$ cat src/source/fwd_pkg.sv
/*
 * Shared widths, operation codes and stage structs for the pipeline slice.
 * x0 is never a producer; op_writes_rd only reports which opcodes write rd.
 */
package fwd_pkg;

    localparam int XLEN      = 32;
    localparam int REG_IDX_W = 5;
    localparam int IMM_W     = 16;
    localparam int MUL_SPLIT = XLEN / 2;    // Bit where the multiply splits the multiplier.

    // Value returned on a forwarding miss, easy to spot in waveforms.
    localparam logic [XLEN-1:0] FWD_POISON = 32'hDEADBEEF;

    typedef enum logic [2:0] {
        OP_NOP,
        OP_LI,
        OP_ADD,
        OP_SUB,
        OP_XOR,
        OP_MUL,
        OP_OUT
    } op_e;

    // Decoded instruction as presented by the issuer.
    typedef struct packed {
        op_e                  op;
        logic [REG_IDX_W-1:0] rd_idx;
        logic [REG_IDX_W-1:0] rs1_idx;
        logic [REG_IDX_W-1:0] rs2_idx;
        logic [IMM_W-1:0]     imm;
    } issue_pkt_t;

    typedef struct packed {
        logic [REG_IDX_W-1:0] reg_idx;
        logic                 stage_uses_reg;   // Operand value is needed this cycle.
    } forwardee_t;

    typedef struct packed {
        logic            use_fwd;
        logic [XLEN-1:0] fwd_val;
    } fwd_result_t;

    typedef struct packed {
        logic [REG_IDX_W-1:0] rd_idx;
        logic                 instr_produces_rd;
        logic                 rd_val_avail;
        logic [XLEN-1:0]      rd_val;
    } forwarder_t;

    // Payload carried from M1 through M2 to W.
    typedef struct packed {
        logic                 valid;
        op_e                  op;
        logic [REG_IDX_W-1:0] rd_idx;
        logic [REG_IDX_W-1:0] rs2_idx;
        logic [XLEN-1:0]      a_val;
        logic [XLEN-1:0]      b_val;
        logic [XLEN-1:0]      result;
    } stage_t;

    function automatic logic op_writes_rd(input op_e op);
        return op inside {OP_LI, OP_ADD, OP_SUB, OP_XOR, OP_MUL};
    endfunction

endpackage : fwd_pkg

$ cat src/source/fwd_network.sv
/*
 * Purely combinational forwarding search, closest producer first.
 * A forwarder must clear instr_produces_rd when its stage is empty or rd is x0.
 */
`timescale 1ns/1ps

module fwd_network
    import fwd_pkg::*;
(
    input  forwardee_t  e_rs1,
    input  forwardee_t  e_rs2,
    input  forwardee_t  m1_rs2,
    input  forwardee_t  m2_rs2,
    input  forwarder_t  m1_fwdr,
    input  forwarder_t  m2_fwdr,
    input  forwarder_t  w_fwdr,
    output fwd_result_t e_rs1_res,
    output fwd_result_t e_rs2_res,
    output fwd_result_t m1_rs2_res,
    output fwd_result_t m2_rs2_res,
    output logic        e_hazard,
    output logic        m1_hazard,
    output logic        m2_hazard
);

    logic e_rs1_hazard;
    logic e_rs2_hazard;

    function automatic logic may_fwd(input forwardee_t fe, input forwarder_t fr);
        return (fe.reg_idx == fr.rd_idx) && fr.instr_produces_rd;
    endfunction

    // The value exists somewhere in the pipe but not yet in a usable form.
    function automatic logic is_hazard(input forwardee_t fe, input forwarder_t fr);
        return !fr.rd_val_avail && fe.stage_uses_reg;
    endfunction

    function automatic fwd_result_t take(input forwarder_t fr);
        fwd_result_t res;
        res.use_fwd = 1'b1;
        res.fwd_val = fr.rd_val;
        return res;
    endfunction

    localparam fwd_result_t NO_FWD = '{use_fwd: 1'b0, fwd_val: FWD_POISON};

    always_comb begin
        e_rs1_res    = NO_FWD;
        e_rs1_hazard = 1'b0;
        if (may_fwd(e_rs1, m1_fwdr)) begin
            e_rs1_res    = take(m1_fwdr);
            e_rs1_hazard = is_hazard(e_rs1, m1_fwdr);
        end else if (may_fwd(e_rs1, m2_fwdr)) begin
            e_rs1_res    = take(m2_fwdr);
            e_rs1_hazard = is_hazard(e_rs1, m2_fwdr);
        end else if (may_fwd(e_rs1, w_fwdr)) begin
            e_rs1_res    = take(w_fwdr);
            e_rs1_hazard = is_hazard(e_rs1, w_fwdr);
        end
    end

    always_comb begin
        e_rs2_res    = NO_FWD;
        e_rs2_hazard = 1'b0;
        if (may_fwd(e_rs2, m1_fwdr)) begin
            e_rs2_res    = take(m1_fwdr);
            e_rs2_hazard = is_hazard(e_rs2, m1_fwdr);
        end else if (may_fwd(e_rs2, m2_fwdr)) begin
            e_rs2_res    = take(m2_fwdr);
            e_rs2_hazard = is_hazard(e_rs2, m2_fwdr);
        end else if (may_fwd(e_rs2, w_fwdr)) begin
            e_rs2_res    = take(w_fwdr);
            e_rs2_hazard = is_hazard(e_rs2, w_fwdr);
        end
    end

    assign e_hazard = e_rs1_hazard || e_rs2_hazard;

    // M1 only sees producers that are older than itself.
    always_comb begin
        m1_rs2_res = NO_FWD;
        m1_hazard  = 1'b0;
        if (may_fwd(m1_rs2, m2_fwdr)) begin
            m1_rs2_res = take(m2_fwdr);
            m1_hazard  = is_hazard(m1_rs2, m2_fwdr);
        end else if (may_fwd(m1_rs2, w_fwdr)) begin
            m1_rs2_res = take(w_fwdr);
            m1_hazard  = is_hazard(m1_rs2, w_fwdr);
        end
    end

    always_comb begin
        m2_rs2_res = NO_FWD;
        m2_hazard  = 1'b0;
        if (may_fwd(m2_rs2, w_fwdr)) begin
            m2_rs2_res = take(w_fwdr);
            m2_hazard  = is_hazard(m2_rs2, w_fwdr);   // W always has its value.
        end
    end

endmodule : fwd_network

$ cat src/source/reg_file.sv
/*
 * 32 x 32 register file, combinational reads, one synchronous write port.
 * Reads do not bypass the write of the same cycle; the W forwarder covers that.
 */
`timescale 1ns/1ps

module reg_file
    import fwd_pkg::*;
(
    input  logic                 clk,
    input  logic                 rst,
    input  logic [REG_IDX_W-1:0] rd_addr_a,
    input  logic [REG_IDX_W-1:0] rd_addr_b,
    output logic [XLEN-1:0]      rd_data_a,
    output logic [XLEN-1:0]      rd_data_b,
    input  logic                 wr_en,
    input  logic [REG_IDX_W-1:0] wr_addr,
    input  logic [XLEN-1:0]      wr_data
);

    logic [XLEN-1:0] regs [2**REG_IDX_W];

    always_ff @(posedge clk) begin
        if (rst) begin
            for (int i = 0; i < 2**REG_IDX_W; i++) begin
                regs[i] <= '0;
            end
        end else if (wr_en && (wr_addr != '0)) begin   // x0 stays zero.
            regs[wr_addr] <= wr_data;
        end
    end

    assign rd_data_a = (rd_addr_a == '0) ? '0 : regs[rd_addr_a];
    assign rd_data_b = (rd_addr_b == '0) ? '0 : regs[rd_addr_b];

endmodule : reg_file

$ cat src/source/exec_stage.sv
/*
 * Execute stage. Operands are reselected every cycle, so a held instruction
 * picks up values as they arrive. MUL operands pass on unmodified to M1.
 */
`timescale 1ns/1ps

module exec_stage
    import fwd_pkg::*;
(
    input  logic                 clk,
    input  logic                 rst,
    input  logic                 issue_valid,
    input  issue_pkt_t           issue,
    input  logic                 e_hold,
    input  logic                 m1_hold,
    input  logic [XLEN-1:0]      rs1_rf,
    input  logic [XLEN-1:0]      rs2_rf,
    input  fwd_result_t          e_rs1_res,
    input  fwd_result_t          e_rs2_res,
    output logic [REG_IDX_W-1:0] rs1_idx,
    output logic [REG_IDX_W-1:0] rs2_idx,
    output forwardee_t           e_rs1,
    output forwardee_t           e_rs2,
    output stage_t               e_out
);

    logic            e_valid;
    issue_pkt_t      e_pkt;
    logic            uses_rs;
    logic [XLEN-1:0] a_val;
    logic [XLEN-1:0] b_val;

    // Accept a new packet only when nothing downstream asks E to wait.
    always_ff @(posedge clk) begin
        if (rst) begin
            e_valid <= 1'b0;
        end else if (!(e_hold || m1_hold)) begin
            e_valid <= issue_valid;
            e_pkt   <= issue;
        end
    end

    assign rs1_idx = e_pkt.rs1_idx;
    assign rs2_idx = e_pkt.rs2_idx;

    // OUT only carries rs2 here; its value is settled in M1 and M2.
    assign uses_rs = e_valid && (e_pkt.op inside {OP_ADD, OP_SUB, OP_XOR, OP_MUL});

    assign e_rs1.reg_idx        = e_pkt.rs1_idx;
    assign e_rs1.stage_uses_reg = uses_rs;
    assign e_rs2.reg_idx        = e_pkt.rs2_idx;
    assign e_rs2.stage_uses_reg = uses_rs;

    assign a_val = e_rs1_res.use_fwd ? e_rs1_res.fwd_val : rs1_rf;
    assign b_val = e_rs2_res.use_fwd ? e_rs2_res.fwd_val : rs2_rf;

    always_comb begin
        e_out.valid   = e_valid && !e_hold;   // Bubble into M1 while E waits.
        e_out.op      = e_pkt.op;
        e_out.rd_idx  = e_pkt.rd_idx;
        e_out.rs2_idx = e_pkt.rs2_idx;
        e_out.a_val   = a_val;
        e_out.b_val   = b_val;
        case (e_pkt.op)
            OP_LI:   e_out.result = {{(XLEN-IMM_W){1'b0}}, e_pkt.imm};
            OP_ADD:  e_out.result = a_val + b_val;
            OP_SUB:  e_out.result = a_val - b_val;
            OP_XOR:  e_out.result = a_val ^ b_val;
            default: e_out.result = '0;   // MUL finishes later, NOP and OUT have none.
        endcase
    end

endmodule : exec_stage

$ cat src/source/mem_pipe.sv
/*
 * M1, M2 and W stages. The multiply is split at MUL_SPLIT across M1 and M2.
 * W has no hold, so a held M1 is only ever followed by a bubble in M2.
 */
`timescale 1ns/1ps

module mem_pipe
    import fwd_pkg::*;
(
    input  logic                 clk,
    input  logic                 rst,
    input  stage_t               e_out,
    input  fwd_result_t          m1_rs2_res,
    input  fwd_result_t          m2_rs2_res,
    input  logic                 m1_hazard,
    output forwardee_t           m1_rs2,
    output forwardee_t           m2_rs2,
    output forwarder_t           m1_fwdr,
    output forwarder_t           m2_fwdr,
    output forwarder_t           w_fwdr,
    output logic                 wb_en,
    output logic [REG_IDX_W-1:0] wb_addr,
    output logic [XLEN-1:0]      wb_data,
    output logic                 out_valid,
    output logic [XLEN-1:0]      out_data
);

    stage_t          m1;
    stage_t          m2;
    stage_t          w;
    stage_t          m1_adv;
    stage_t          m2_adv;
    logic [XLEN-1:0] mul_hi;

    function automatic forwarder_t publish(input stage_t s, input logic avail);
        forwarder_t fr;
        fr.rd_idx            = s.rd_idx;
        fr.instr_produces_rd = s.valid && op_writes_rd(s.op) && (s.rd_idx != '0);
        fr.rd_val_avail      = avail;
        fr.rd_val            = s.result;
        return fr;
    endfunction

    assign m1_rs2.reg_idx        = m1.rs2_idx;
    assign m1_rs2.stage_uses_reg = m1.valid && (m1.op == OP_OUT);
    assign m2_rs2.reg_idx        = m2.rs2_idx;
    assign m2_rs2.stage_uses_reg = m2.valid && (m2.op == OP_OUT);

    always_comb begin
        m1_adv = m1;
        if (m1.op == OP_MUL) begin
            // Low partial product, kept in the result field for M2.
            m1_adv.result = m1.a_val * {{(XLEN-MUL_SPLIT){1'b0}}, m1.b_val[MUL_SPLIT-1:0]};
        end
        if ((m1.op == OP_OUT) && m1_rs2_res.use_fwd) begin
            m1_adv.b_val = m1_rs2_res.fwd_val;
        end
    end

    assign mul_hi = m2.a_val * {{MUL_SPLIT{1'b0}}, m2.b_val[XLEN-1:MUL_SPLIT]};

    always_comb begin
        m2_adv = m2;
        if (m2.op == OP_MUL) begin
            m2_adv.result = m2.result + {mul_hi[XLEN-MUL_SPLIT-1:0], {MUL_SPLIT{1'b0}}};
        end
        if ((m2.op == OP_OUT) && m2_rs2_res.use_fwd) begin
            m2_adv.b_val = m2_rs2_res.fwd_val;
        end
    end

    always_ff @(posedge clk) begin
        if (rst) begin
            m1.valid <= 1'b0;
            m2.valid <= 1'b0;
            w.valid  <= 1'b0;
        end else begin
            if (!m1_hazard) begin
                m1 <= e_out;
            end
            m2       <= m1_adv;
            m2.valid <= m1.valid && !m1_hazard;   // Held M1 leaves a bubble behind.
            w        <= m2_adv;
        end
    end

    // A product is only whole once it reaches W.
    assign m1_fwdr = publish(m1, m1.op != OP_MUL);
    assign m2_fwdr = publish(m2, m2.op != OP_MUL);
    assign w_fwdr  = publish(w, 1'b1);

    assign wb_en   = w_fwdr.instr_produces_rd;
    assign wb_addr = w.rd_idx;
    assign wb_data = w.result;

    assign out_valid = m2.valid && (m2.op == OP_OUT);
    assign out_data  = m2_adv.b_val;

endmodule : mem_pipe

$ cat src/source/pipe_slice_top.sv
/*
 * Pipeline slice top. The issuer must hold its packet while stall is high;
 * the OUT port has no back-pressure.
 */
`timescale 1ns/1ps

module pipe_slice_top
    import fwd_pkg::*;
(
    input  logic            clk,
    input  logic            rst,
    input  logic            issue_valid,
    input  issue_pkt_t      issue,
    output logic            stall,
    output logic            out_valid,
    output logic [XLEN-1:0] out_data
);

    logic [REG_IDX_W-1:0] rs1_idx, rs2_idx;
    logic [XLEN-1:0]      rs1_rf, rs2_rf;
    forwardee_t           e_rs1, e_rs2, m1_rs2, m2_rs2;
    fwd_result_t          e_rs1_res, e_rs2_res, m1_rs2_res, m2_rs2_res;
    forwarder_t           m1_fwdr, m2_fwdr, w_fwdr;
    stage_t               e_out;
    logic                 e_hazard, m1_hazard;
    logic                 wb_en;
    logic [REG_IDX_W-1:0] wb_addr;
    logic [XLEN-1:0]      wb_data;

    assign stall = e_hazard || m1_hazard;

    exec_stage u_exec (
        .clk, .rst, .issue_valid, .issue,
        .e_hold(e_hazard), .m1_hold(m1_hazard),
        .rs1_rf, .rs2_rf, .e_rs1_res, .e_rs2_res,
        .rs1_idx, .rs2_idx, .e_rs1, .e_rs2, .e_out
    );

    mem_pipe u_mem (
        .clk, .rst, .e_out, .m1_rs2_res, .m2_rs2_res, .m1_hazard,
        .m1_rs2, .m2_rs2, .m1_fwdr, .m2_fwdr, .w_fwdr,
        .wb_en, .wb_addr, .wb_data, .out_valid, .out_data
    );

    // W always has its value, so M2 never waits.
    fwd_network u_fwd (
        .e_rs1, .e_rs2, .m1_rs2, .m2_rs2, .m1_fwdr, .m2_fwdr, .w_fwdr,
        .e_rs1_res, .e_rs2_res, .m1_rs2_res, .m2_rs2_res,
        .e_hazard, .m1_hazard, .m2_hazard()
    );

    reg_file u_rf (
        .clk, .rst,
        .rd_addr_a(rs1_idx), .rd_addr_b(rs2_idx),
        .rd_data_a(rs1_rf), .rd_data_b(rs2_rf),
        .wr_en(wb_en), .wr_addr(wb_addr), .wr_data(wb_data)
    );

endmodule : pipe_slice_top

$ cat config.mk
export PLATFORM = sky130hd
export DESIGN_NAME = pipe_slice_top
export DESIGN_NICKNAME = d
export VERILOG_FILES = /design/src/source/fwd_pkg.sv /design/src/source/fwd_network.sv /design/src/source/reg_file.sv /design/src/source/exec_stage.sv /design/src/source/mem_pipe.sv /design/src/source/pipe_slice_top.sv
export SDC_FILE = /design/constraint.sdc
export NUM_CORES = 2
export LEC_CHECK = 0
export ABC_AREA = 1
export BUFFER_PORTS_ARGS = -buffer_cell sky130_fd_sc_hd__buf_4
export CAP_MARGIN = 20
export CELL_PAD_IN_SITES_DETAIL_PLACEMENT = 0
export CELL_PAD_IN_SITES_GLOBAL_PLACEMENT = 1
export CORE_MARGIN = 2
export CORE_UTILIZATION = 51
export CTS_BUF_LIST = sky130_fd_sc_hd__clkbuf_4
export CTS_CLUSTER_DIAMETER = 60
export DETAILED_ROUTE_END_ITERATION = 16
export GPL_ROUTABILITY_DRIVEN = 0
export PLACE_DENSITY_LB_ADDON = 0.1
export SLEW_MARGIN = 10
export SYNTH_ARGS = -nofsm -noshare
export SYNTH_HDL_FRONTEND = slang
export SYNTH_SLANG_ARGS = --single-unit
$ cat constraint.sdc
create_clock -name clk -period 9.3 [get_ports clk]
set_input_delay 0.93 -clock clk [delete_from_list [all_inputs] [get_ports clk]]
set_output_delay 0.93 -clock clk [all_outputs]
set_load 0.02 [all_outputs]
==> flow_summary.ini <==
[cts]
clk_pin_slew_ps = 80
clock_sinks = 1314
root_buffer = clkbuf_4
ctsResizeCount = 0
cts_tree = built
insertion_delay_ps = 1440
cts_buffer_depth = 4
cts_made_buffers = 372
htreeDepth = 5

[drt]
drt_iter0_markers = 10800
wire_per_inst_um = 26.5
drc = 0
drt-total-wl_mm = 345
firstDrtPassIters = 7
viasPerCell = 6.05
drt.antenna.violating_nets = 0
vias = 78800

[grt]
antenna_found_initial = 27
grt_usage = 0.381
grt_pass1_vias = 75000
grt_overflow_total = 0
grt_pass1_wl_mm = 498
grt_max_degree = 235

[outcome]
status = finished clean

[power]
power.switching_w = 0.0171
p_leak_nw = 41.7
seqPwrFrac = 0.216
p_total_w = 0.0349
p_per_area_nw_per_um2 = 366
pwr-share-clk = 0.152
p_sw_frac = 0.490
p_int_w = 0.0178
max-vdd-ir-drop_mv = 0.872
comb_power_share = 0.632

[hold_path]
hold_depth = 2
min_path_type = in2reg

[worst_setup_path]
ff2ff_path_depth = 21
critical_path_class = reg2reg
critPathCaptureType = flip-flop
start_kind = flip-flop
path_max_fanout = 17
cp.arrival_ps = 8180
critPathRequiredTime_ps = 10350

[timing]
fin_crit_ps = 7130
fin_crit_sh = 0.766
finalWorstSetupSlack_ps = 2170
fin_skew_ps = 177
max_freq_ghz = 0.140
max_slew_margin = 0.165
hold_viol_final = 0
slew_viol_final = 0
max_slew.worst_pin.slew_ps = 1240
setup_violations = 0
tns_ps = 0
hold_ws_ps = 175
rsz0062_at_grt = no

[cells_and_area]
area_delta_synth_final_pct = 7.20
final_net_count = 11000
layout-drive-gt1-share = 0.0957

[floorplanning]
die_area_um2 = 178000
start_util = 0.513
fp.dieH_um = 422
num_rows = 153
dieWidth_um = 422
core_area_um2 = 174000
ios = 71

[synth]
synth_seq_area_share = 0.442
synthArstFlopShare = 0
synth_xor_area_frac = 0.0158
ys_warn_count = 0
synth-main-ff-cell = edfxtp_1
synth_top_family_by_area = simple AND/OR/NAND/NOR gates
synth_edf_count = 1300
synth_cell_type_count = 63
yosys.area_share.simple = 0.199
syn_avg_cell_area_um2 = 8.41
synth.cell_area_um2 = 89000
syn_inst = 10600
synth-seq-cells = 1314
synth_compound_area_frac = 0.128
synth_mux_area_frac = 0.000379
synth_fa_ha_area_frac = 0.110

[placed_design]
preCtsSetupSlack_ps = 2320
dp_hpwl_mm = 217
portBuffers = 70

[run]
maxCapViolations = 0
[worst paths after layout]
check                     from           endpoint  slack, ps
min reg2reg  u_exec.e_out[105]  u_mem.m1_fwdr[38]        410
min                        rst       u_mem.w[109]        180
max               u_mem.m1[66]  u_mem.m2_fwdr[20]       2170
max reg2reg       u_mem.m1[66]  u_mem.m2_fwdr[20]       2170
[per-stage QoR]
stage	instances	util	instance area, um2
finish	13000	0.550	95500
global route	13000	0.550	95500
CTS	13000	0.549	95400
detailed placement	12400	0.522	90600
global placement	12400	0.522	90600
floorplan	10600	-	89200
[power by group through the flow]
stage	Clock, W	Sequential, W	Combinational, W
after floorplan	0	0.00728	0.0160
after global routing	0.00564	0.00756	0.0248
after detailed placement	0	0.00764	0.0217
final	0.00530	0.00755	0.0221
after global placement	0	0.00763	0.0216
after CTS	0.00534	0.00752	0.0219
[critical path, cell delays in order, from the launching register on]
cell      delay, ps
edfxtp_1       1110
nand2_1         210
fa_1            500
fa_1            470
inv_1            70
ha_1            130
inv_1            40
fa_1            470
inv_1            60
fa_1            550
inv_1            50
fa_1            480
inv_1            40
ha_1            340
a21oi_1         150
o21ai_0         190
a21boi_0        680
o21ai_1         280
a21oi_1         280
o21ai_0         140
xnor2_1         420
o21ai_0         160
[cell families (layout without fill, tap and decap cells)]
logic type | Yosys count | after routing
xor+xnor | 161 | 161
other cells | 1 | 42
simple gates | 4258 | 4258
buf+inv | 2301 | 2374
compound gates | 1996 | 1996
flops | 1314 | 1314
mux | 3 | 3
fa+ha+maj | 548 | 548
[state kept, by name, indices dropped and copies added (netlist names), 8 cells and up, named ones only]
signal         count
u_exec.e_out       8
u_exec.e_pkt      16
u_mem.m1          68
u_mem.m1_fwdr     37
u_mem.m2          52
u_mem.m2_fwdr     37
u_mem.wb_data     32
u_rf.regs       1024
[layout by cell type (no fill, tap or decap), types with 6 or more instances in the layout]
cell	Yosys	layout
o21ai_0	732	731
o21bai_1	6	6
nor4_1	7	6
or2_2	65	65
nor2_4	6	6
clkbuf_4	0	528
buf_4	59	244
buf_12	0	17
diode_2	0	10
inv_2	16	16
clkinv_1	8	75
fa_1	386	386
edfxtp_1	1300	1300
dfxtp_4	0	8
nor3_1	35	32
xnor2_1	68	68
conb_1	1	32
a21boi_0	10	10
a31oi_1	14	14
nand2_2	22	69
inv_1	1434	1431
nand4_1	15	15
nand3_1	900	900
xor2_1	93	93
nor2_2	6	7
ha_1	162	162
nand2_4	7	8
clkinv_2	2	15
nor3_2	5	8
o221ai_1	85	85
or2_1	40	40
dlygate4sd3_1	0	35
o22ai_1	37	37
a21oi_1	700	700
nand2_1	1939	1891
a21o_1	10	10
o21ai_1	19	19
nor2_1	1196	1195
o211ai_1	360	360
[cell type report]
class | count | area, um2
fill | 16100 | 78200
multi-input combinational | 6998 | 40700
sequential | 1314 | 39400
inverter | 1461 | 5520
clock buffer | 527 | 3960
tap | 2325 | 2910
timing repair buffer | 299 | 2570
clock inverter | 87 | 450
antenna | 10 | 25.0
[cell usage after synthesis, types with 6 or more instances]
cell type  instances  area [um2]
o21bai_1           6        45.0
ha_1             162        2030
a21oi_1          700        3500
xor2_1            93         815
xnor2_1           68         596
buf_2            159         796
nand2_2           22         138
nor2_4             6        67.6
o22ai_1           37         231
buf_6             34         383
o221ai_1          85         744
clkbuf_1         520        1950
nor3_1            35         175
clkinv_1           8        30.0
buf_4             59         443
a21o_1            10        75.1
nor2_2             6        37.5
dfxtp_1           14         280
a31oi_1           14        87.6
nor2_1          1196        4490
nand2_1         1939        7280
o21ai_1           19        95.1
inv_1           1434        5380
a21boi_0          10        75.1
or2_2             65         407
nor4_1             7        43.8
nand3_1          900        4500
o211ai_1         360        2700
or2_1             40         250
inv_2             16        60.1
buf_1             66         248
o21ai_0          732        3660
edfxtp_1        1300       39000
nand4_1           15        93.8
fa_1             386        7730
nand2_4            7        78.8
[repair_timing]
action,in CTS,in global routing
hold buffers,35,0
hold endpoints to repair,45,0
setup buffers,0,0
[routing by layer]
metal / up-vias / GRT usage / share of wire
li1: 34700 / - / -
met1: 38000 / 0.501 / 0.38
met2: 5012 / 0.574 / 0.44
met3: 1024 / 0.0932 / 0.12
met4: 18 / 0.222 / 0.064
met5: - / 0 / 0.00030
(Power assumes the default switching activity.)
